$ cat config.mk
export PLATFORM = sky130hd
export DESIGN_NAME = mem_arbiter
export DESIGN_NICKNAME = d
export VERILOG_FILES = /design/src/hdl/soc_pkg.sv /design/src/hdl/mem_arbiter.sv
export SDC_FILE = /design/constraint.sdc
export NUM_CORES = 1
export LEC_CHECK = 0
export ABC_AREA = 0
export BUFFER_PORTS_ARGS = -buffer_cell sky130_fd_sc_hd__buf_2
export CAP_MARGIN = 20
export CORE_MARGIN = 2
export CORE_UTILIZATION = 40
export DETAILED_ROUTE_END_ITERATION = 8
export GPL_TIMING_DRIVEN = 1
export MAX_ROUTING_LAYER = met4
export PLACE_DENSITY = 0.83
export SLEW_MARGIN = 20
export SYNTH_ARGS = -nofsm -noshare
export SYNTH_HDL_FRONTEND = slang
export SYNTH_SLANG_ARGS = --single-unit
$ cat constraint.sdc
create_clock -name clk -period 1.3 [get_ports clk]
set_clock_uncertainty 0.15 [all_clocks]
set_input_delay 0 -clock clk [delete_from_list [all_inputs] [get_ports clk]]
set_output_delay 0 -clock clk [all_outputs]
set_load 0.01 [all_outputs]
$ cat src/hdl/soc_pkg.sv
package soc_pkg;

  // Bus widths
  localparam int DATA_W     = 16;
  localparam int SEL_W      = 2;
  localparam int CPU_ADDR_W = 19;                  // Word address of the 1 MB space
  localparam int OFFSET_W   = 11;
  localparam int REGION_W   = 1;
  localparam int MEM_AW     = REGION_W + OFFSET_W; // Region then offset

  localparam logic [REGION_W-1:0] REGION_BASE  = 1'b0;
  localparam logic [REGION_W-1:0] REGION_VIDEO = 1'b1;

  // Windows as {tga, word address}
  localparam logic [CPU_ADDR_W:0] VIDEO_ADDR = 20'h5_0000; // mem 0xA0000 - 0xBFFFF
  localparam logic [CPU_ADDR_W:0] VIDEO_MASK = 20'hF_0000;
  localparam logic [CPU_ADDR_W:0] POST_ADDR  = 20'h8_0040; // io 0x80 - 0x81
  localparam logic [CPU_ADDR_W:0] POST_MASK  = 20'h8_7FFF;
  localparam logic [CPU_ADDR_W:0] CTRL_ADDR  = 20'h8_7900; // io 0xF200 - 0xF201
  localparam logic [CPU_ADDR_W:0] CTRL_MASK  = 20'h8_7FFF;

  localparam logic [DATA_W-1:0] UNMAPPED_DATA = 16'hFFFF;

  // Scanout and memory sizing
  localparam int FRAME_WORDS = 16;
  localparam int FIFO_DEPTH  = 4;
  localparam int MEM_LATENCY = 2;                  // Accept to read data
  localparam int FIFO_PTR_W  = $clog2(FIFO_DEPTH);
  localparam int FIFO_CNT_W  = $clog2(FIFO_DEPTH + 1);

  localparam logic [FIFO_CNT_W-1:0] FIFO_FULL   = FIFO_CNT_W'(FIFO_DEPTH);
  localparam logic [OFFSET_W-1:0]   LAST_OFFSET = OFFSET_W'(FRAME_WORDS - 1);

  localparam logic TAG_SCAN = 1'b0;
  localparam logic TAG_CPU  = 1'b1;

  // One address word, read as memory or as IO depending on tga
  typedef struct packed {
    logic                  tga;
    logic [CPU_ADDR_W-1:0] wadr;
  } mem_view_t;

  typedef struct packed {
    logic        tga;
    logic [3:0]  pad;
    logic [15:1] port;  // Port number, word granular
  } io_view_t;

  typedef union packed {
    mem_view_t mem;
    io_view_t  io;
  } bus_addr_u;

  typedef struct packed {
    logic              stb;
    logic              we;
    logic [SEL_W-1:0]  sel;
    bus_addr_u         addr;
    logic [DATA_W-1:0] wdata;
  } cpu_req_t;

  typedef struct packed {
    logic              ack;
    logic [DATA_W-1:0] rdata;
  } cpu_rsp_t;

  typedef struct packed {
    logic                valid;
    logic                we;
    logic [SEL_W-1:0]    sel;
    logic [REGION_W-1:0] region; // Set by the CPU side, forced for scanout
    logic [OFFSET_W-1:0] offset;
    logic [DATA_W-1:0]   wdata;
  } mem_req_t;

  typedef struct packed {
    logic              valid;
    logic              we;
    logic [SEL_W-1:0]  sel;
    logic [MEM_AW-1:0] addr;
    logic [DATA_W-1:0] wdata;
    logic              tag;
  } ram_req_t;

  typedef struct packed {
    logic              valid;
    logic              tag;
    logic [DATA_W-1:0] rdata;
  } ram_rsp_t;

endpackage

$ cat src/hdl/mem_arbiter.sv
module mem_arbiter (
  input  logic               clk,
  input  logic               rst_lck,
  input  soc_pkg::mem_req_t  scan_req_i,
  output logic               scan_grant_o,
  input  soc_pkg::mem_req_t  cpu_req_i,
  output logic               cpu_grant_o,
  output soc_pkg::ram_req_t  ram_req_o
);

  soc_pkg::mem_req_t          win;       // Request picked this cycle
  logic [soc_pkg::MEM_AW-1:0] win_addr;
  logic                       win_tag;

  // Scanout always first
  assign scan_grant_o = scan_req_i.valid;
  assign cpu_grant_o  = cpu_req_i.valid && !scan_req_i.valid;

  always_comb begin
    if (scan_grant_o) begin
      win      = scan_req_i;
      win_addr = {soc_pkg::REGION_VIDEO, scan_req_i.offset};
      win_tag  = soc_pkg::TAG_SCAN;
    end else begin
      win      = cpu_req_i;
      win_addr = {cpu_req_i.region, cpu_req_i.offset}; // Region chosen by the switch
      win_tag  = soc_pkg::TAG_CPU;
    end
  end

  always_ff @(posedge clk) begin
    ram_req_o.we    <= win.we;
    ram_req_o.sel   <= win.sel;
    ram_req_o.addr  <= win_addr;
    ram_req_o.wdata <= win.wdata;
    ram_req_o.tag   <= win_tag;
    if (!rst_lck) begin
      ram_req_o.valid <= 1'b0;
    end else begin
      ram_req_o.valid <= scan_grant_o || cpu_grant_o;
    end
  end

  // Scanout credits leave a free slot at least every FIFO_DEPTH+1 cycles
  a_cpu_wait: assert property (@(posedge clk) disable iff (!rst_lck)
    cpu_req_i.valid |-> ##[0:soc_pkg::FIFO_DEPTH] cpu_grant_o);

endmodule

==> metrics <==
antenna viol nets, final=0; Total GRT Usage=0.3004; Die Ht=about 60 um; clock sink count=33; post-synthesis sequential area ratio=0.5552; max frequency=slightly below 900 MHz; Fill cells=149; Post-Route WL=between 4 and 5 mm; initial antenna violation count=0; Port Buffers=approximately 100; I/O pin count=101; worst-path fanout max=13; Synth top area share=0.5552; placed insts=roughly 200; design area=between 2000 and 2500 sq um; Remaining DRCs=0; Post-Synthesis Cell Area=~1200 sq um; Synth Register Bits=33; Num CTS Buffers=5; Critical Path Source Type=primary input; largest net degree at the start of global routing=23; Syn Area/Cell=16.53 sq um; routability cong.=0.6637; VDD IR-drop max=about 0.98 mV; Leak=approximately 0.0012 uW; Die ar.=around 3400 sq um; Synth Net Count=approximately 140; RSZ-0062 raised after global routing=no; nets@finish=306; drt wl/cell=~17 um; Clock Path Buffers=2; CTS Root Cell=clkbuf_4; worst min path class=primary input to register; CTS tree=done; drt pass-1 iters=6; setup bufs post-CTS=0; Ant. Diodes=0; measured slew at the worst slew-check pin=between 0.1 and 0.15 ns; max-cap viol count=0; total grt overflow=0; synth warn=0; crit path DAT=roughly 1.2 ns; outcome=finished, final reports clean; period utilization=0.8625; Cells after Synth=between 70 and 80; critical path type=primary input to register; vias in the first global route=1427; Via-to-Cell Ratio=4.566; Cell Pwr Density=~900 nW/um^2; max-slew violations=0; Top reg by flops=ram_req_o; Row Count=19; max FFs per register=33; Initial Utilization=0.4278; area delta synth->final=101.2%; CTS H-tree depth=2; first-pass GRT wire length=6.865 mm; Top Registers=ram_req_o x33; die width=~59 um; Synth area leaders=dfxtp_1 (56%), mux2_4 (33%), mux2_2 (3.8%); clock-pin slew on the worst setup and hold paths=around 0.09 ns; Hold Violations, Final=0; Core Area=2781 sq um; CP required=around 1.4 ns; share of layout cells above drive strength 1=0.5685; post-place instance area=approximately 1700 sq um; CTS resizes=0; fin crit period=about 1.1 ns; synth unique cells=10; DR vias=approximately 1200; Final Power=2207 uW; Rel. slew slack=0.9021; initial DRC count=19; Worst Setup End Kind=register; Fin Setup TNS=0 ns; final setup fails=0; fin cells=roughly 270; area leader, netlist=dfxtp_1
-- cell usage in the layout (no fill, tap or decap) --
master,synthesis,layout
mux2_4,26,26
o21a_1,1,1
dfxtp_1,33,33
nor2b_1,1,1
clkbuf_4,0,5
or2_2,1,1
inv_1,1,1
buf_12,2,2
clkbuf_1,0,3
dlygate4sd3_1,0,65
buf_2,0,99
mux2_2,4,4
-- logic make-up (layout without fill, tap and decap cells) --
logic type	after synthesis	count (layout)	share of synthesized area
buffers and inverters	6	175	0.06204
multiplexers	30	30	0.3659
AO/OA/AOI/OAI	1	1	0.006312
AND/OR/NAND/NOR	2	2	0.01052
flip-flops	33	33	0.5552
-- power by group --
part,leakage (uW),internal [uW],switching (uW)
combinational,0.000921,366,198
sequential,0.000278,1090,22.1
clock,0.0000265,215,316
total,0.00123,1670,536
-- cell type report --
class                      count  area [sq um]  share of cell area
timing repair buffer         166          1186              0.4956
sequential                    33         660.6              0.2760
multi-input combinational     33         455.4              0.1903
clock buffer                   8         48.80             0.02039
tap                           31         38.79             0.01620
inverter                       1         3.754            0.001568
-- repair_timing --
| item | 4_1_cts | 5_1_grt |
|---|---|---|
| endpoints found under the hold margin | 33 | 1 |
| setup endpoints to repair | 0 | 1 |
| hold buffers | 65 | 1 |
-- worst paths after layout --
check | startpoint | to | slack, ns | depth (start not counted)
worst max-delay path | scan_req_i[31] | ram_req_o[23] | 0.18 | 4
worst min-delay path | scan_req_i[31] | ram_req_o[32] | 0.003 | 3
-- synth_stat cells (all sizes together) --
library cell / n
or2: 1
mux2: 30
dfxtp: 33
buf: 5
nor2b: 1
o21a: 1
inv: 1
-- metrics by stage --
stage	setup slack [ns]	utilization	hold slack [ns]
6_report	0.1787	0.8605	0.002967
5_1_grt	0.1666	0.8605	0.001780
4_1_cts	0.02896	0.8605	0.008415
3_5_place_dp	0.3367	0.6091	0.04566
3_3_place_gp	0.3579	0.6091	0.03595
2_1_floorplan	0.4726	-	-0.05823
-- per-layer routing --
layer / GRT usage / vias up / routed length [um]
li1: - / 578 / -
met1: 0.2253 / 574 / 1425
met2: 0.5907 / 68 / 2805
met3: 0.09011 / 22 / 243
met4: 0.1993 / 0 / 235
met5: - / - / 0
-- worst max-delay path: stages --
cell	delay, ns
buf_2	0.11
dlygate4sd3_1	0.60
buf_12	0.17
mux2_4	0.31
No activity file was read; power rests on OpenSTA's default activity.
