File: config.mk
export PLATFORM = sky130hd
export DESIGN_NAME = cpu_bus_switch
export DESIGN_NICKNAME = d
export VERILOG_FILES = /design/src/hdl/soc_pkg.sv /design/src/hdl/cpu_bus_switch.sv
export SDC_FILE = /design/constraint.sdc
export NUM_CORES = 1
export LEC_CHECK = 0
export CAP_MARGIN = 20
export CORE_ASPECT_RATIO = 0.7
export CORE_MARGIN = 2
export CORE_UTILIZATION = 45
export CTS_CLUSTER_DIAMETER = 120
export CTS_CLUSTER_SIZE = 12
export DETAILED_ROUTE_END_ITERATION = 7
export DONT_BUFFER_PORTS = 1
export GPL_ROUTABILITY_DRIVEN = 0
export HOLD_SLACK_MARGIN = 0.06
export PLACE_DENSITY = 0.63
export SETUP_SLACK_MARGIN = 0.1
export SYNTH_ARGS = -nofsm -noshare
export SYNTH_HDL_FRONTEND = slang
export SYNTH_SLANG_ARGS = --single-unit
File: constraint.sdc
create_clock -name clk -period 2.4 [get_ports clk]
set_input_delay 0.12 -clock clk [delete_from_list [all_inputs] [get_ports clk]]
set_output_delay 0.12 -clock clk [all_outputs]
set_load 0.005 [all_outputs]
File: src/hdl/soc_pkg.sv
package soc_pkg;

  // Bus widths
  localparam int DATA_W     = 16;
  localparam int SEL_W      = 2;
  localparam int CPU_ADDR_W = 19;                  // Word address of the 1 MB space
  localparam int OFFSET_W   = 11;
  localparam int REGION_W   = 1;
  localparam int MEM_AW     = REGION_W + OFFSET_W; // Region then offset

  localparam logic [REGION_W-1:0] REGION_BASE  = 1'b0;
  localparam logic [REGION_W-1:0] REGION_VIDEO = 1'b1;

  // Windows as {tga, word address}
  localparam logic [CPU_ADDR_W:0] VIDEO_ADDR = 20'h5_0000; // mem 0xA0000 - 0xBFFFF
  localparam logic [CPU_ADDR_W:0] VIDEO_MASK = 20'hF_0000;
  localparam logic [CPU_ADDR_W:0] POST_ADDR  = 20'h8_0040; // io 0x80 - 0x81
  localparam logic [CPU_ADDR_W:0] POST_MASK  = 20'h8_7FFF;
  localparam logic [CPU_ADDR_W:0] CTRL_ADDR  = 20'h8_7900; // io 0xF200 - 0xF201
  localparam logic [CPU_ADDR_W:0] CTRL_MASK  = 20'h8_7FFF;

  localparam logic [DATA_W-1:0] UNMAPPED_DATA = 16'hFFFF;

  // Scanout and memory sizing
  localparam int FRAME_WORDS = 16;
  localparam int FIFO_DEPTH  = 4;
  localparam int MEM_LATENCY = 2;                  // Accept to read data
  localparam int FIFO_PTR_W  = $clog2(FIFO_DEPTH);
  localparam int FIFO_CNT_W  = $clog2(FIFO_DEPTH + 1);

  localparam logic [FIFO_CNT_W-1:0] FIFO_FULL   = FIFO_CNT_W'(FIFO_DEPTH);
  localparam logic [OFFSET_W-1:0]   LAST_OFFSET = OFFSET_W'(FRAME_WORDS - 1);

  localparam logic TAG_SCAN = 1'b0;
  localparam logic TAG_CPU  = 1'b1;

  // One address word, read as memory or as IO depending on tga
  typedef struct packed {
    logic                  tga;
    logic [CPU_ADDR_W-1:0] wadr;
  } mem_view_t;

  typedef struct packed {
    logic        tga;
    logic [3:0]  pad;
    logic [15:1] port;  // Port number, word granular
  } io_view_t;

  typedef union packed {
    mem_view_t mem;
    io_view_t  io;
  } bus_addr_u;

  typedef struct packed {
    logic              stb;
    logic              we;
    logic [SEL_W-1:0]  sel;
    bus_addr_u         addr;
    logic [DATA_W-1:0] wdata;
  } cpu_req_t;

  typedef struct packed {
    logic              ack;
    logic [DATA_W-1:0] rdata;
  } cpu_rsp_t;

  typedef struct packed {
    logic                valid;
    logic                we;
    logic [SEL_W-1:0]    sel;
    logic [REGION_W-1:0] region; // Set by the CPU side, forced for scanout
    logic [OFFSET_W-1:0] offset;
    logic [DATA_W-1:0]   wdata;
  } mem_req_t;

  typedef struct packed {
    logic              valid;
    logic              we;
    logic [SEL_W-1:0]  sel;
    logic [MEM_AW-1:0] addr;
    logic [DATA_W-1:0] wdata;
    logic              tag;
  } ram_req_t;

  typedef struct packed {
    logic              valid;
    logic              tag;
    logic [DATA_W-1:0] rdata;
  } ram_rsp_t;

endpackage

File: src/hdl/cpu_bus_switch.sv
module cpu_bus_switch (
  input  logic                  clk,
  input  logic                  rst_lck,
  input  soc_pkg::cpu_req_t     cpu_req_i,
  output soc_pkg::cpu_rsp_t     cpu_rsp_o,
  output soc_pkg::mem_req_t     mem_req_o,
  input  logic                  mem_grant_i,
  input  soc_pkg::ram_rsp_t     ram_rsp_i,
  output logic [7:0]            postcode_o,
  output logic                  scan_en_o
);

  logic                       is_io;
  logic                       video_hit;
  logic                       post_hit;
  logic                       ctrl_hit;
  logic                       io_take;
  logic                       mem_take;
  logic                       rsp_hit;
  logic                       ack_q;
  logic                       mem_busy_q;  // Read granted, data not back yet
  logic [soc_pkg::DATA_W-1:0] io_rdata;
  logic [soc_pkg::DATA_W-1:0] rdata_q;

  // Address decode
  assign is_io     = cpu_req_i.addr.io.tga;
  assign video_hit = (cpu_req_i.addr & soc_pkg::VIDEO_MASK) == soc_pkg::VIDEO_ADDR;
  assign post_hit  = (cpu_req_i.addr & soc_pkg::POST_MASK) == soc_pkg::POST_ADDR;
  assign ctrl_hit  = (cpu_req_i.addr & soc_pkg::CTRL_MASK) == soc_pkg::CTRL_ADDR;

  assign io_take  = cpu_req_i.stb && is_io && !ack_q;
  assign mem_take = mem_req_o.valid && mem_grant_i;
  assign rsp_hit  = mem_busy_q && ram_rsp_i.valid && (ram_rsp_i.tag == soc_pkg::TAG_CPU);

  // Memory request held until the arbiter grants it
  assign mem_req_o = '{
    valid:  cpu_req_i.stb && !is_io && !mem_busy_q && !ack_q,
    we:     cpu_req_i.we,
    sel:    cpu_req_i.sel,
    region: video_hit ? soc_pkg::REGION_VIDEO : soc_pkg::REGION_BASE,
    offset: cpu_req_i.addr.mem.wadr[soc_pkg::OFFSET_W-1:0], // Aliases inside region
    wdata:  cpu_req_i.wdata
  };

  always_comb begin
    io_rdata = soc_pkg::UNMAPPED_DATA;
    if (post_hit) begin
      io_rdata = {8'h00, postcode_o};
    end else if (ctrl_hit) begin
      io_rdata = {{(soc_pkg::DATA_W-1){1'b0}}, scan_en_o};
    end
  end

  always_ff @(posedge clk) begin
    if (!rst_lck) begin
      ack_q      <= 1'b0;
      mem_busy_q <= 1'b0;
      postcode_o <= 8'h00;
      scan_en_o  <= 1'b0;
    end else begin
      ack_q <= io_take || (mem_take && cpu_req_i.we) || rsp_hit;
      if (mem_take && !cpu_req_i.we) begin
        mem_busy_q <= 1'b1;
      end else if (rsp_hit) begin
        mem_busy_q <= 1'b0;
      end
      // Both registers live in the low byte
      if (io_take && cpu_req_i.we && cpu_req_i.sel[0]) begin
        if (post_hit) postcode_o <= cpu_req_i.wdata[7:0];
        if (ctrl_hit) scan_en_o <= cpu_req_i.wdata[0];
      end
    end
  end

  always_ff @(posedge clk) begin
    if (io_take) begin
      rdata_q <= io_rdata;
    end else if (rsp_hit) begin
      rdata_q <= ram_rsp_i.rdata;
    end
  end

  assign cpu_rsp_o = '{ack: ack_q, rdata: rdata_q};

  a_ack_single: assert property (@(posedge clk) disable iff (!rst_lck)
    cpu_rsp_o.ack |=> !cpu_rsp_o.ack);

  a_addr_hold: assert property (@(posedge clk) disable iff (!rst_lck)
    cpu_req_i.stb && !cpu_rsp_o.ack |=> cpu_req_i.stb && $stable(cpu_req_i.addr));

endmodule

==> impl_metrics.csv <==
group,metric,value,unit
outcome,status,"finished, final reports clean",
setup_path,path_max_fanout,17,
pwr,leakage,0.525,nW
hold_path,hold_path_class,"input port to flop",
synth,synthFlopType,"edfxtp_1",
finish,multi_input_area,557,um^2
pwr,power,850,uW
setup_path,crit_family,"simple AND/OR/NAND/NOR gates",
finish,fill_cells,301,
hold_path,hold_path_depth,2,
sta,rsz0062_at_grt,"false",
sta,fmax,607,MHz
routing,avgViaCountPerCell,5.69,
synth,synth.distinct_cells,28,
clock_tree,cts_setup_buffers,0,
synth,syn_nets,204,
clock_tree,clkTransAtPathRegs,0.09,ns
clock_tree,cts_root_buf,"clkbuf_8",
finish,drive_gt1_share,8.59,%
synth,ys_top_cells_by_area,"edfxtp_1, buf_4, dfxtp_1, nand2_1, mux2i_1",
grt,grt_pass1_vias,875,
sta,fin_crit_sh,68.6,%
setup_path,crit_path_top_delay_cell,"nand2_1",
synth,synth_edf_count,16,
routing,wl_per_cell,17.1,um
grt,antenna_found_initial,0,
synth,postSynthCellCount,143,
synth,postSynth.asyncResetShare,0,%
floorplanning,fp.dieW,73.5,um
clock_tree,cts_tree,"built",
floorplanning,rows,17,
grt,grt_max_degree,20,
setup_path,rr_worst_depth,2,
sta,hold_viol,0,
routing,ant_nets,0,
floorplanning,io_pins,119,
sta,setup_violations,0,
floorplanning,initial_core_util,47.7,%
sta,maxSlewViolCount,0,
synth,syn_area,1520,um^2
setup_path,cp_slowest_stage_delay,0.60,ns
place,place_area,1310,um^2
setup_path,required,2.31,ns
finish,ff_latch_area,701,um^2
finish,areaGrowthSynthToFinish,0.164,%
clock_tree,ctsHtreeMaxLevel,1,
sta,period_needed,1.65,ns
floorplanning,core_area,3190,um^2
place,post-place-cells,145,
grt,gr-total-overflow,0,
sta,finClkSkew,0.00825,ns
setup_path,cp.depth,2,
sta,timing.slew.headroom,52.9,%
run,maxCapViolations,0,
routing,wl,2840,um
pwr,power_per_cell_area,558,nW/um^2
setup_path,cp-start-kind,"flop",
place,io_buffers,0,
synth,synth-seq-cells,27,
synth,syn_avg_cell_area,10.6,um^2
pwr,ir_worst_vdd,303,uV
clock_tree,cts_inserted_buffers,3,
synth,synth_top_area_share,31.6,%
routing,drtIter0Drc,24,
synth,synth.most_common_cell,"nand2_1",
setup_path,path_cells,"nand3b_2 > nand2_1",
synth,ys_warn_count,0,
finish,num_antenna_cells,0,
synth,seq_area_frac_synth,46.1,%
sta,tns,0,ns
clock_tree,cts_buffer_depth,2,
routing,num_vias,945,
place,hpwl,2250,um
synth,netlist_top_cells_count,"nand2_1, buf_4, edfxtp_1, dfxtp_1, mux2i_1",
clock_tree,cts_sinks,27,
finish,finalNonFillerCells,166,
sta,worstMarginPinSlew,0.704,ns
routing,drc,0,
finish,design_area,1520,um^2
setup_path,critPathKind,"flop to flop",
setup_path,cp-end-kind,"flop",
setup_path,worstPathArrival,1.56,ns
clock_tree,insertion_delay,0.27,ns
grt,grt_pass1_wl,4170,um
synth,yosysTopAreaCell,"edfxtp_1",
finish,final_nets,190,
floorplanning,dieArea,3870,um^2
grt,grt.total_usage,14.6,%
setup_path,critPathBufInv,0,
routing,dr.pass1.iters,4,
floorplanning,die_h,52.7,um
-- through the flow --
| step | worst slack (ns) | util [%] | hold WS, ns |
|---|---|---|---|
| 2_1_floorplan | 0.968 | - | 0.262 |
| 3_3_place_gp | 0.790 | 40.9 | 0.240 |
| 3_5_place_dp | 0.752 | 40.9 | 0.240 |
| 4_1_cts | 0.744 | 47.8 | 0.0899 |
| 5_1_grt | 0.650 | 47.8 | 0.0985 |
| 6_report | 0.753 | 47.8 | 0.0953 |
-- worst paths after layout --
path                              startpoint                          to  slack [ns]
setup / recovery            ack_q$_SDFF_PN0_        rdata_q[8]$_DFFE_PP_        0.75
setup reg to reg            ack_q$_SDFF_PN0_        rdata_q[8]$_DFFE_PP_        0.75
hold reg to reg   postcode_o[0]$_SDFFE_PN0P_  postcode_o[0]$_SDFFE_PN0P_        0.51
hold / removal                 cpu_req_i[38]     mem_busy_q$_SDFFE_PN0P_         0.1
-- sequential cells by signal, summed over array words and instances (netlist names) --
signal and flops:
rdata_q 16, postcode_o 8, mem_busy_q 1, scan_en_o 1, ack_q 1
-- layout make-up --
cell class | instances | area share (%)
multi-input combinational | 80 | 36.5
sequential | 27 | 46.0
timing repair buffer | 17 | 11.2
clock buffer | 3 | 2.71
tap | 38 | 3.12
clock inverter | 1 | 0.493
-- power by group --
group / switching (mW) / internal, mW / leakage (nW)
sequential: 0.00786 / 0.511 / 0.237
combinational: 0.0362 / 0.0418 / 0.267
clock: 0.135 / 0.118 / 0.0217
-- cells by family (layout without fill, tap and decap cells) --
kind of cell,after synthesis,in the layout,synth area share [%]
multiplexers,9,9,5.92
AND/OR/NAND/NOR,60,60,23.6
flip-flops,27,27,46.1
buffers and inverters,36,21,17.4
AO/OA/AOI/OAI,11,11,7.07
-- placed cells by master, fill, tap and decap left out --
cell type	count
and3_1	1
nor2_1	1
nand2_1	38
clkbuf_8	3
and4bb_1	1
and2_1	1
a21oi_1	1
o221a_1	8
nor4_4	3
dlygate4sd3_1	17
nor4bb_1	2
o21ai_0	1
and4_2	1
and3b_1	1
and4_1	1
nand4_2	1
nor2_4	1
o21a_1	1
or2_1	1
clkinvlp_4	1
edfxtp_1	16
mux2i_1	9
dfxtp_1	11
nor4b_1	1
nand3b_2	1
nand3_1	4
nand4_1	1
-- layer usage --
metal / vias up / GRT usage, % / share of wire [%] / routed length (um)
met3: 12 / 5.19 / 9.1 / 257
li1: 448 / - / - / -
met4: 0 / 3.94 / 1.6 / 44
met2: 51 / 24.6 / 48 / 1370
met1: 434 / 17.6 / 41 / 1170
met5: - / 0 / 0 / 0
-- what timing repair did --
action	in CTS	in global routing
resized for setup	0	0
hold buffers	17	0
endpoints found under the hold margin	19	0
(Power assumes the default switching activity.)
