### src/hdl/soc_pkg.sv
package soc_pkg;

  // Bus widths
  localparam int DATA_W     = 16;
  localparam int SEL_W      = 2;
  localparam int CPU_ADDR_W = 19;                  // Word address of the 1 MB space
  localparam int OFFSET_W   = 11;
  localparam int REGION_W   = 1;
  localparam int MEM_AW     = REGION_W + OFFSET_W; // Region then offset

  localparam logic [REGION_W-1:0] REGION_BASE  = 1'b0;
  localparam logic [REGION_W-1:0] REGION_VIDEO = 1'b1;

  // Windows as {tga, word address}
  localparam logic [CPU_ADDR_W:0] VIDEO_ADDR = 20'h5_0000; // mem 0xA0000 - 0xBFFFF
  localparam logic [CPU_ADDR_W:0] VIDEO_MASK = 20'hF_0000;
  localparam logic [CPU_ADDR_W:0] POST_ADDR  = 20'h8_0040; // io 0x80 - 0x81
  localparam logic [CPU_ADDR_W:0] POST_MASK  = 20'h8_7FFF;
  localparam logic [CPU_ADDR_W:0] CTRL_ADDR  = 20'h8_7900; // io 0xF200 - 0xF201
  localparam logic [CPU_ADDR_W:0] CTRL_MASK  = 20'h8_7FFF;

  localparam logic [DATA_W-1:0] UNMAPPED_DATA = 16'hFFFF;

  // Scanout and memory sizing
  localparam int FRAME_WORDS = 16;
  localparam int FIFO_DEPTH  = 4;
  localparam int MEM_LATENCY = 2;                  // Accept to read data
  localparam int FIFO_PTR_W  = $clog2(FIFO_DEPTH);
  localparam int FIFO_CNT_W  = $clog2(FIFO_DEPTH + 1);

  localparam logic [FIFO_CNT_W-1:0] FIFO_FULL   = FIFO_CNT_W'(FIFO_DEPTH);
  localparam logic [OFFSET_W-1:0]   LAST_OFFSET = OFFSET_W'(FRAME_WORDS - 1);

  localparam logic TAG_SCAN = 1'b0;
  localparam logic TAG_CPU  = 1'b1;

  // One address word, read as memory or as IO depending on tga
  typedef struct packed {
    logic                  tga;
    logic [CPU_ADDR_W-1:0] wadr;
  } mem_view_t;

  typedef struct packed {
    logic        tga;
    logic [3:0]  pad;
    logic [15:1] port;  // Port number, word granular
  } io_view_t;

  typedef union packed {
    mem_view_t mem;
    io_view_t  io;
  } bus_addr_u;

  typedef struct packed {
    logic              stb;
    logic              we;
    logic [SEL_W-1:0]  sel;
    bus_addr_u         addr;
    logic [DATA_W-1:0] wdata;
  } cpu_req_t;

  typedef struct packed {
    logic              ack;
    logic [DATA_W-1:0] rdata;
  } cpu_rsp_t;

  typedef struct packed {
    logic                valid;
    logic                we;
    logic [SEL_W-1:0]    sel;
    logic [REGION_W-1:0] region; // Set by the CPU side, forced for scanout
    logic [OFFSET_W-1:0] offset;
    logic [DATA_W-1:0]   wdata;
  } mem_req_t;

  typedef struct packed {
    logic              valid;
    logic              we;
    logic [SEL_W-1:0]  sel;
    logic [MEM_AW-1:0] addr;
    logic [DATA_W-1:0] wdata;
    logic              tag;
  } ram_req_t;

  typedef struct packed {
    logic              valid;
    logic              tag;
    logic [DATA_W-1:0] rdata;
  } ram_rsp_t;

endpackage

### src/hdl/scanout_reader.sv
module scanout_reader (
  input  logic                        clk,
  input  logic                        rst_lck,
  input  logic                        scan_en_i,
  output soc_pkg::mem_req_t           mem_req_o,
  input  logic                        mem_grant_i,
  input  soc_pkg::ram_rsp_t           ram_rsp_i,
  output logic [soc_pkg::DATA_W-1:0]  pix_word_o,
  output logic                        pix_valid_o,
  input  logic                        pix_ready_i
);

  logic [soc_pkg::OFFSET_W-1:0]   offset_q;
  logic [soc_pkg::FIFO_CNT_W-1:0] credit_q;  // In flight plus stored
  logic [soc_pkg::FIFO_CNT_W-1:0] fill_q;
  logic [soc_pkg::FIFO_PTR_W-1:0] wr_ptr_q;
  logic [soc_pkg::FIFO_PTR_W-1:0] rd_ptr_q;
  logic [soc_pkg::DATA_W-1:0]     fifo_q [soc_pkg::FIFO_DEPTH];
  logic                           issue;
  logic                           push;
  logic                           pop;

  assign mem_req_o = '{
    valid:  scan_en_i && (credit_q < soc_pkg::FIFO_FULL),
    we:     1'b0,
    sel:    '1,
    region: soc_pkg::REGION_VIDEO,
    offset: offset_q,
    wdata:  '0
  };

  assign issue = mem_req_o.valid && mem_grant_i;
  assign push  = ram_rsp_i.valid && (ram_rsp_i.tag == soc_pkg::TAG_SCAN);
  assign pop   = pix_valid_o && pix_ready_i;

  always_ff @(posedge clk) begin
    if (!rst_lck) begin
      offset_q <= '0;
      credit_q <= '0;
      fill_q   <= '0;
      wr_ptr_q <= '0;
      rd_ptr_q <= '0;
    end else begin
      case ({issue, pop})
        2'b10:   credit_q <= credit_q + 1'b1;
        2'b01:   credit_q <= credit_q - 1'b1;
        default: credit_q <= credit_q;
      endcase
      case ({push, pop})
        2'b10:   fill_q <= fill_q + 1'b1;
        2'b01:   fill_q <= fill_q - 1'b1;
        default: fill_q <= fill_q;
      endcase
      if (push) wr_ptr_q <= wr_ptr_q + 1'b1;
      if (pop) rd_ptr_q <= rd_ptr_q + 1'b1;
      if (issue) begin
        offset_q <= (offset_q == soc_pkg::LAST_OFFSET) ? '0 : offset_q + 1'b1;
      end else if (!scan_en_i && credit_q == '0) begin
        offset_q <= '0;  // Drained, next enable starts a new frame
      end
    end
  end

  always_ff @(posedge clk) begin
    if (push) fifo_q[wr_ptr_q] <= ram_rsp_i.rdata;
  end

  assign pix_valid_o = (fill_q != '0);
  assign pix_word_o  = fifo_q[rd_ptr_q];

  a_no_overflow: assert property (@(posedge clk) disable iff (!rst_lck)
    push |-> fill_q != soc_pkg::FIFO_FULL);

  a_pix_hold: assert property (@(posedge clk) disable iff (!rst_lck)
    pix_valid_o && !pix_ready_i |=> pix_valid_o && $stable(pix_word_o));

endmodule

### config.mk
export PLATFORM = sky130hd
export DESIGN_NAME = scanout_reader
export DESIGN_NICKNAME = d
export VERILOG_FILES = /design/src/hdl/soc_pkg.sv /design/src/hdl/scanout_reader.sv
export SDC_FILE = /design/constraint.sdc
export NUM_CORES = 1
export LEC_CHECK = 0
export BUFFER_PORTS_ARGS = -buffer_cell sky130_fd_sc_hd__buf_2
export CAP_MARGIN = 20
export CORE_MARGIN = 10
export CORE_UTILIZATION = 47
export CTS_CLUSTER_SIZE = 8
export DETAILED_ROUTE_END_ITERATION = 8
export GPL_TIMING_DRIVEN = 0
export PLACE_DENSITY = 0.67
export SYNTH_ARGS = -nofsm -noshare
export SYNTH_HDL_FRONTEND = slang
export SYNTH_SLANG_ARGS = --single-unit
### constraint.sdc
create_clock -name clk -period 2.4 [get_ports clk]
set_input_delay 0.12 -clock clk [delete_from_list [all_inputs] [get_ports clk]]
set_output_delay 0.12 -clock clk [all_outputs]
set_load 0.05 [all_outputs]
==> results of run 1 <==
flip-flops by register name, indices dropped and copies added, names as in the netlist, named ones only:
| register | count |
|---|---|
| credit_q | 3 |
| fifo_q | 64 |
| fill_q | 3 |
| offset_q | 11 |
| rd_ptr_q | 2 |
| wr_ptr_q | 2 |
what timing repair did:
item,in CTS,in global routing
hold buffers,15,0
hold endpoints to repair,60,0
endpoints found under the setup margin,0,6
resized for setup,0,2
stage by stage:
step	cell area [µm²]	util	power, W
3_5_place_dp	4130	0.537	0.00312
5_1_grt	4510	0.586	0.00444
2_1_floorplan	3750	-	0.00286
4_1_cts	4510	0.586	0.00428
3_3_place_gp	4130	0.537	0.00309
6_report	4510	0.586	0.00423
how the worst max path moves through the flow:
stage	startpoint	slack [ps]	endpoint
2_1_floorplan	credit_q[2]$_SDFFE_PN0P_	410	credit_q[2]$_SDFFE_PN0P_
3_3_place_gp	fill_q[2]$_SDFFE_PN0P_	320	credit_q[2]$_SDFFE_PN0P_
3_5_place_dp	fill_q[2]$_SDFFE_PN0P_	290	credit_q[2]$_SDFFE_PN0P_
4_1_cts	flop	60	pix_word_o[13]
5_1_grt	flop	50	pix_word_o[13]
6_report	flop	200	pix_word_o[13]
synthesized netlist by cell type, drive strengths merged (3+ instances only):
library cell	n
clkbuf	4
inv	8
nor3	3
a31oi	5
edfxtp	64
nand3	3
nor2	17
xor2	6
nand2	12
and2	4
xnor2	3
a21oi	9
dfxtp	23
or3	3
mux4	16
nor4	4
mux2i	3
ha	7
o21ai	4
buf	23
metal layers:
| metal | wire, µm | track usage | part of all wire | vias to the layer above |
|---|---|---|---|---|
| met5 | 0 | 0 | 0 | - |
| met4 | 109 | 0.0537 | 0.016 | 0 |
| met3 | 359 | 0.0339 | 0.052 | 10 |
| met2 | 3510 | 0.212 | 0.51 | 50 |
| met1 | 2920 | 0.143 | 0.42 | 1040 |
| li1 | - | - | - | 1064 |
cell families (layout without fill, tap and decap cells):
kind of cell	Yosys count	count (layout)
and+or+nand+nor	56	56
buffers and inverters	36	118
DFF	87	87
xor gates and xnor gates	9	9
AOI/OAI and AO/OA	26	26
other	2	20
adders and majority gates	9	9
muxes	19	19
power by group:
group          internal, W  switching, W
combinational     0.000457      0.000870
sequential         0.00170     0.0000597
clock             0.000603      0.000543
worst max-delay path: stages (launching register included):
cell and delay [ps]:
dfxtp_1 310, buf_2 240, buf_2 390, mux4_2 570, buf_2 230
area by class of cell:
| cell class | count | area (µm²) |
|---|---|---|
| fill | 654 | 3180 |
| sequential | 87 | 2380 |
| multi-input combinational | 139 | 1140 |
| timing repair buffer | 66 | 405 |
| buffer | 27 | 188 |
| tap | 102 | 128 |
| clock buffer | 9 | 124 |
| clock inverter | 7 | 103 |
| inverter | 9 | 36.3 |
==> flow_metrics.env, run 1 <==
export IMPL_ys_seq_elements=87
export IMPL_pre_cts_slack_ps=293
export IMPL_yosysWarnings=0
export IMPL_final_cells=446
export IMPL_clock_sinks=87
export IMPL_first_global_vias=2287
export IMPL_wl_per_cell_um=15.5
export IMPL_period_minus_slack_ps=2200
export IMPL_core_um2=7690
export IMPL_setup_tns_ps=0
export IMPL_syn_area_per_cell_um2=15.1
export IMPL_die_w_um=108
export IMPL_fin_crit_sh=0.917
export IMPL_synth_cell_types=45
export IMPL_grt_total_usage=0.124
export IMPL_postCtsSetupRepairBufs=0
export IMPL_fin_nets=371
export IMPL_slew_viol_final=0
export IMPL_crit_arrival_ps=2080
export IMPL_grt_first_pass_wirelength_mm=11.5
export IMPL_reg2regPathDepth=6
export IMPL_critPathMaxFanout=10
export IMPL_synth_edf_count=64
export IMPL_drtIter0Drc=73
export IMPL_hold_viol=0
export IMPL_critPathKind="reg -> out"
export IMPL_async_flop_share=0
export IMPL_htree_levels=3
export IMPL_fmax_ghz=0.454
export IMPL_ys_top_cells_by_area="edfxtp_1, dfxtp_1, mux4_2, buf_4, ha_1"
export IMPL_power_density_nw_per_um2=939
export IMPL_drive_gt1_frac=0.326
export IMPL_clock_insertion_delay_worst_skew_ps=360
export IMPL_antenna_found_initial=0
export IMPL_synthesis_area_um2=3680
export IMPL_dieArea_um2=11800
export IMPL_synthToLayoutAreaGrowth_pct=22.5
export IMPL_rsz0062_at_grt="false"
export IMPL_n_antenna_cell=0
export IMPL_status="completed"
export IMPL_start_util=0.479
export IMPL_vias=2164
export IMPL_layout_commonest_cell="edfxtp_1"
export IMPL_layout_common_cells="edfxtp_1, buf_2, dfxtp_1, buf_4, conb_1"
export IMPL_cp_end_kind="output port"
export IMPL_cts_buffer_depth=2
export IMPL_synth_top_family_by_area="multiplexers"
export IMPL_power_leakage_nw=1.70
export IMPL_startpoint_type="flop"
export IMPL_portBuffers=51
export IMPL_synth_fa_ha_area_frac=0.0347
export IMPL_rows=32
export IMPL_synth_compound_area_frac=0.0490
export IMPL_drv_cap=0
export IMPL_drc=0
export IMPL_ys_seq_area_frac=0.647
export IMPL_synth_top_area_cell="edfxtp_1"
export IMPL_clock_root_buffer="clkbuf_8"
export IMPL_place_inst=415
export IMPL_peakVddDrop_uv=573
export IMPL_ys_flop_type="edfxtp_1"
export IMPL_slew_headroom=0.440
export IMPL_io_pins=72
export IMPL_tightest_slew_ps=840
export IMPL_dp_final_hpwl_mm=4.86
export IMPL_cts_tree="built"
export IMPL_holdPathEnd="fifo_q[2][11]$_DFFE_PP_"
export IMPL_yosys_mux_area_fraction=0.106
export IMPL_synthXorXnorAreaFrac=0.0214
export IMPL_grt_ovfl_total=0
export IMPL_setup_violations_final=0
export IMPL_path_clk_slew_ps=90
export IMPL_hold_ws_ps=21.0
export IMPL_antenna_left=0
export IMPL_synth_top_area_frac=0.522
export IMPL_vias_per_cell=4.85
export IMPL_grt_max_degree=17
export IMPL_setup_slack_ps=198
export IMPL_place_congestion=0.837
export IMPL_drtPass1Iterations=4
export IMPL_rrSetupSlack_ps=260
export IMPL_dieHeight_um=108
export IMPL_yosys_area_share_simple=0.0789
export IMPL_syn_inst=244
export IMPL_r2r_end="credit_q[2]$_SDFFE_PN0P_"
export IMPL_skew_ps=13.7
export IMPL_whs_path_depth=1
export IMPL_worstHoldPathType="in -> reg"
export IMPL_numCtsBuffers=9
export IMPL_hp_start="ram_rsp_i[11]"
export IMPL_r2r_start="fill_q[2]$_SDFFE_PN0P_"
export IMPL_finalWirelength_mm=6.91
export IMPL_crit_required_ps=2280
(Power assumes the default switching activity.)
==> run 2: changes to the inputs <==
==> constraint.sdc (replaced) <==
create_clock -name clk -period 2.4 [get_ports clk]
set_input_delay 0 -clock clk [delete_from_list [all_inputs] [get_ports clk]]
set_output_delay 0 -clock clk [all_outputs]
set_load 0.05 [all_outputs]
==> run 2 against run 1 <==
Compared with the run above:
- first-iteration DRC count decreased by 9.6%
- worst hold slack gained 100 ps
- global-route usage about the same
- cell area increased by 0.42%
- critical path depth did not move
- via count grew 0.69%
- wire length up 0.41%
- flip-flop and latch count stayed put
- power about the same
- critical endpoint unchanged
- largest cell class unchanged
==> flow_metrics.env, run 2 (same netlist as run 1, synthesis figures left out) <==
export IMPL_period_minus_slack_ps=2160
export IMPL_fmax_ghz=0.463
export IMPL_critPathKind="reg -> out"
export IMPL_antenna_found_initial=0
export IMPL_cp_cell_sequence="clkbuf_1, clkbuf_1, mux4_2, buf_2"
export IMPL_fillers=654
export IMPL_slew_viol_final=0
export IMPL_antenna_left=0
export IMPL_largest_register_ffs=64
export IMPL_n_antenna_cell=0
export IMPL_crit_arrival_ps=2160
export IMPL_hold_ws_ps=122
export IMPL_setup_tns_ps=0
export IMPL_drtIter0Drc=66
export IMPL_clock_sinks=87
export IMPL_start_util=0.479
export IMPL_rsz0062_at_grt="false"
export IMPL_drc=0
export IMPL_rows=32
export IMPL_dp_final_hpwl_mm=4.86
export IMPL_fin_area_um2=4530
export IMPL_numCtsBuffers=9
export IMPL_vias=2179
export IMPL_setup_violations_final=0
export IMPL_hold_viol=0
export IMPL_core_um2=7690
export IMPL_grt_max_degree=17
export IMPL_regMostFlops="fifo_q"
export IMPL_cts_tree="built"
export IMPL_place_area_um2=4130
export IMPL_clock_insertion_delay_worst_skew_ps=350
export IMPL_wl_per_cell_um=15.5
export IMPL_tightest_slew_ps=841
export IMPL_drv_cap=0
export IMPL_peakVddDrop_uv=573
export IMPL_portBuffers=51
export IMPL_critPathMaxFanout=10
export IMPL_startpoint_type="flop"
export IMPL_place_congestion=0.837
export IMPL_cts_buffer_depth=2
export IMPL_drive_gt1_frac=0.321
export IMPL_ff_latch_area_um2=2380
export IMPL_dieHeight_um=108
export IMPL_first_global_vias=2296
export IMPL_p_total_w=0.00424
export IMPL_io_pins=72
export IMPL_path_clk_slew_ps=90
export IMPL_multi_input_area_um2=1140
export IMPL_crit_required_ps=2400
export IMPL_status="completed"
export IMPL_grt_first_pass_wirelength_mm=11.5
export IMPL_drtPass1Iterations=4
export IMPL_vias_per_cell=4.86
export IMPL_htree_levels=3
export IMPL_layout_common_cells="edfxtp_1, buf_2, dfxtp_1, buf_4, conb_1"
export IMPL_grt_total_usage=0.124
export IMPL_fin_crit_sh=0.900
export IMPL_critPathMostFrequentCell="clkbuf_1"
export IMPL_postCtsSetupRepairBufs=0
export IMPL_clock_root_buffer="clkbuf_8"
export IMPL_die_w_um=108
export IMPL_slew_headroom=0.439
export IMPL_synthToLayoutAreaGrowth_pct=23.0
export IMPL_dieArea_um2=11800
export IMPL_skew_ps=13.0
export IMPL_fin_nets=373
export IMPL_finalWirelength_mm=6.93
export IMPL_layout_commonest_cell="edfxtp_1"
export IMPL_worstHoldPathType="in -> reg"
export IMPL_power_density_nw_per_um2=936
export IMPL_reg_top3="fifo_q: 64 flops, offset_q: 11 flops"
export IMPL_power_leakage_nw=1.71
export IMPL_grt_ovfl_total=0
export IMPL_max_stage_delay_ps=520
export IMPL_cp_end_kind="output port"
export IMPL_slowest_stage="clkbuf_1"
==> run 2: cell types whose count changed in the layout (fill, tap and decap cells not counted) <==
cell,previous run,this run
clkbuf_2,1,0
dlygate4sd3_1,15,17
clkbuf_1,3,4
==> run 2: where the power goes <==
group	internal (W)	leakage (nW)	switching (W)	total [W]
sequential	0.00170	0.768	0.0000597	0.00176
clock	0.000603	0.117	0.000544	0.00115
combinational	0.000459	0.822	0.000871	0.00133
==> run 2: path summary, 6_finish.rpt <==
check	endpoint	cells past startpoint	startpoint	slack [ps]
worst max-delay path	pix_word_o[13]	4	flop	240
worst min-delay path	offset_q[4]$_SDFFE_PN0P_	5	scan_en_i	120
worst max register to register	credit_q[2]$_SDFFE_PN0P_	6	fill_q[2]$_SDFFE_PN0P_	260
worst min register to register	fill_q[2]$_SDFFE_PN0P_	2	fill_q[2]$_SDFFE_PN0P_	520
==> run 2: metrics by stage <==
step                instances  setup WS [ps]   util
CTS                       448            177  0.589
finish                    448            240  0.589
floorplan                 262            413      -
global placement          415            322  0.537
global route              448           91.8  0.589
detailed placement        415            293  0.537
==> run 2: cell type report <==
cell class	instances	area share
clock inverters	7	0.0227
plain buffers	27	0.0412
flip-flops and latches	87	0.526
clock buffers	9	0.0274
multi-input cells	139	0.252
inverters	9	0.00802
repair buffers	68	0.0940
well taps	102	0.0282
==> run 2: metal layers <==
| metal | part of all wire | track usage | up-vias |
|---|---|---|---|
| met5 | 0 | 0 | - |
| met4 | 0.016 | 0.0537 | 0 |
| met3 | 0.054 | 0.0345 | 10 |
| met2 | 0.51 | 0.212 | 53 |
| met1 | 0.42 | 0.144 | 1046 |
| li1 | - | - | 1070 |
==> run 2: worst max-delay path: cells and delay by family, from the launching register on <==
family / cells / cell delay, ps
mux: 1 / 410
buf+inv: 3 / 1090
flops: 1 / 310
==> run 2: timing repair <==
action                     CTS  global route
hold buffers                17             0
hold endpoints to repair    69             0
setup endpoints to repair    0             0
gates resized for setup      0             0
==> run 3: changes to the inputs <==
--- a/config.mk
+++ b/config.mk
@@ -10,4 +10,5 @@
 export CORE_MARGIN = 10
 export CORE_UTILIZATION = 47
+export CTS_BUF_LIST = sky130_fd_sc_hd__clkbuf_16
 export CTS_CLUSTER_SIZE = 8
 export DETAILED_ROUTE_END_ITERATION = 8
==> constraint.sdc (replaced) <==
create_clock -name clk -period 2.4 [get_ports clk]
set_input_delay 0.36 -clock clk [delete_from_list [all_inputs] [get_ports clk]]
set_output_delay 0.36 -clock clk [all_outputs]
set_load 0.05 [all_outputs]
==> run 3 against run 2 <==
Compared with the run above:
- count of clock-buffer cells in the layout unchanged
- global-route usage decreased by 0.13 points
- worst hold slack gained 120 ps
- cell area down 1.4%
- sequential share of layout area is 0.72 points higher
- flip-flop and latch count stayed put
- setup slack got worse by 110 ps
- critical path type unchanged
- power up 8.4%
- critical path depth did not move
==> flow_metrics.env, run 3 (same netlist as run 1, synthesis figures left out) <==
export IMPL_switchingPower_w=0.00151
export IMPL_setup_violations_final=0
export IMPL_numCtsBuffers=9
export IMPL_dieHeight_um=108
export IMPL_drtPass1Iterations=4
export IMPL_dieArea_um2=11800
export IMPL_cp_end_kind="output port"
export IMPL_cp_cell_sequence="clkbuf_1, clkbuf_2, mux4_2, buf_2"
export IMPL_core_um2=7690
export IMPL_combPwrFrac=0.287
export IMPL_p_seq_frac=0.383
export IMPL_final_cells=431
export IMPL_htree_levels=3
export IMPL_io_pins=72
export IMPL_drtIter0Drc=68
export IMPL_cp_top_family="buffers and inverters"
export IMPL_p_int_w=0.00308
export IMPL_rrSetupSlack_ps=270
export IMPL_power_leakage_nw=1.69
export IMPL_pre_cts_slack_ps=210
export IMPL_path_clk_slew_ps=70
export IMPL_rsz0062_at_grt="false"
export IMPL_p_total_w=0.00460
export IMPL_r2r_start="fill_q[2]$_SDFFE_PN0P_"
export IMPL_layout_common_cells="edfxtp_1, buf_2, dfxtp_1, buf_4, conb_1"
export IMPL_cts_buffer_depth=2
export IMPL_r2r_end="credit_q[2]$_SDFFE_PN0P_"
export IMPL_cts_tree="built"
export IMPL_largest_register_ffs=64
export IMPL_finalWirelength_mm=6.84
export IMPL_reg_top3="fifo_q: 64 flops, offset_q: 11 flops"
export IMPL_antenna_found_initial=0
export IMPL_power_density_nw_per_um2=1030
export IMPL_worstHoldPathType="in -> reg"
export IMPL_swShare=0.329
export IMPL_whs_path_depth=1
export IMPL_grt_total_usage=0.123
export IMPL_fmax_ghz=0.440
export IMPL_drc=0
export IMPL_critPathMaxFanout=10
export IMPL_place_congestion=0.837
export IMPL_start_util=0.479
export IMPL_layout_commonest_cell="edfxtp_1"
export IMPL_place_inst=415
export IMPL_fin_crit_sh=0.946
export IMPL_antenna_left=0
export IMPL_slew_headroom=0.438
export IMPL_hp_start="ram_rsp_i[2]"
export IMPL_clkPwrFrac=0.329
export IMPL_setup_tns_ps=0
export IMPL_portBuffers=51
export IMPL_n_antenna_cell=0
export IMPL_setup_slack_ps=130
export IMPL_crit_required_ps=2040
export IMPL_slowest_stage="clkbuf_2"
export IMPL_wl_per_cell_um=15.9
export IMPL_cp_num_buf_inv=3
export IMPL_postCtsSetupRepairBufs=0
export IMPL_vias=2122
export IMPL_crit_arrival_ps=1910
export IMPL_reg2regPathDepth=6
export IMPL_grt_first_pass_wirelength_mm=11.2
export IMPL_tightest_slew_ps=843
export IMPL_regMostFlops="fifo_q"
export IMPL_rows=32
export IMPL_skew_ps=5.90
export IMPL_max_stage_delay_ps=360
export IMPL_status="completed"
export IMPL_clock_sinks=87
export IMPL_synthToLayoutAreaGrowth_pct=21.4
export IMPL_slew_viol_final=0
export IMPL_critPathKind="reg -> out"
export IMPL_peakVddDrop_uv=565
export IMPL_first_global_vias=2217
export IMPL_period_minus_slack_ps=2270
export IMPL_grt_max_degree=17
export IMPL_hold_ws_ps=241
export IMPL_hold_viol=0
export IMPL_fin_nets=356
export IMPL_drive_gt1_frac=0.340
export IMPL_drv_cap=0
export IMPL_grt_ovfl_total=0
export IMPL_clock_insertion_delay_worst_skew_ps=340
export IMPL_startpoint_type="flop"
export IMPL_holdPathEnd="fifo_q[1][2]$_DFFE_PP_"
export IMPL_dp_final_hpwl_mm=4.86
export IMPL_clock_root_buffer="clkbuf_16"
export IMPL_vias_per_cell=4.92
export IMPL_die_w_um=108
run 3: changes by cell type in the layout (fill, tap and decap cells not counted):
| cell | delta |
|---|---|
| buf_6 | +1 |
| clkbuf_2 | +1 |
| clkbuf_16 | +9 |
| dlygate4sd3_1 | -17 |
| clkbuf_8 | -9 |
| clkbuf_1 | -1 |
| buf_2 | -1 |
run 3: worst max path at each step:
stage	cells after the start	start	slack (ps)	end
after global routing	4	flop	7	pix_word_o[13]
after global placement	4	flop	230	pix_word_o[8]
after floorplan	8	credit_q[2]$_SDFFE_PN0P_	410	credit_q[2]$_SDFFE_PN0P_
after CTS	4	flop	60	pix_word_o[13]
final	4	flop	130	pix_word_o[13]
after detailed placement	4	flop	210	pix_word_o[13]
run 3: power by group through the flow:
stage,registers [W],logic (W),clock network [W]
4_1_cts,0.00176,0.00133,0.00154
3_5_place_dp,0.00180,0.00132,0
3_3_place_gp,0.00179,0.00130,0
6_report,0.00176,0.00132,0.00151
5_1_grt,0.00178,0.00143,0.00160
2_1_floorplan,0.00180,0.00106,0
run 3: routing by layer:
metal / up-vias / global-route usage / wire length, µm
met1: 1021 / 0.141 / 2820
met5: - / 0 / 0
met3: 8 / 0.0393 / 435
met4: 0 / 0.0565 / 100
li1: 1038 / - / -
met2: 55 / 0.206 / 3480
run 3: final cells by class:
class / count / area [µm²]
clock inverters: 7 / 103
multi-input cells: 139 / 1140
repair buffers: 51 / 255
well taps: 102 / 128
flip-flops and latches: 87 / 2380
inverters: 9 / 36.3
plain buffers: 27 / 194
clock buffers: 9 / 225
fillers: 657 / 3220
run 3: stage by stage:
| step | utilization | area (µm²) |
|---|---|---|
| after detailed placement | 0.537 | 4130 |
| after floorplan | - | 3750 |
| after CTS | 0.580 | 4460 |
| final | 0.581 | 4470 |
| after global placement | 0.537 | 4130 |
| after global routing | 0.581 | 4470 |
run 3: repair_timing:
action                     in CTS  in global routing
setup endpoints to repair      10                  4
hold buffers                    0                  0
gates resized for setup         2                  1
pin swaps                       0                  0
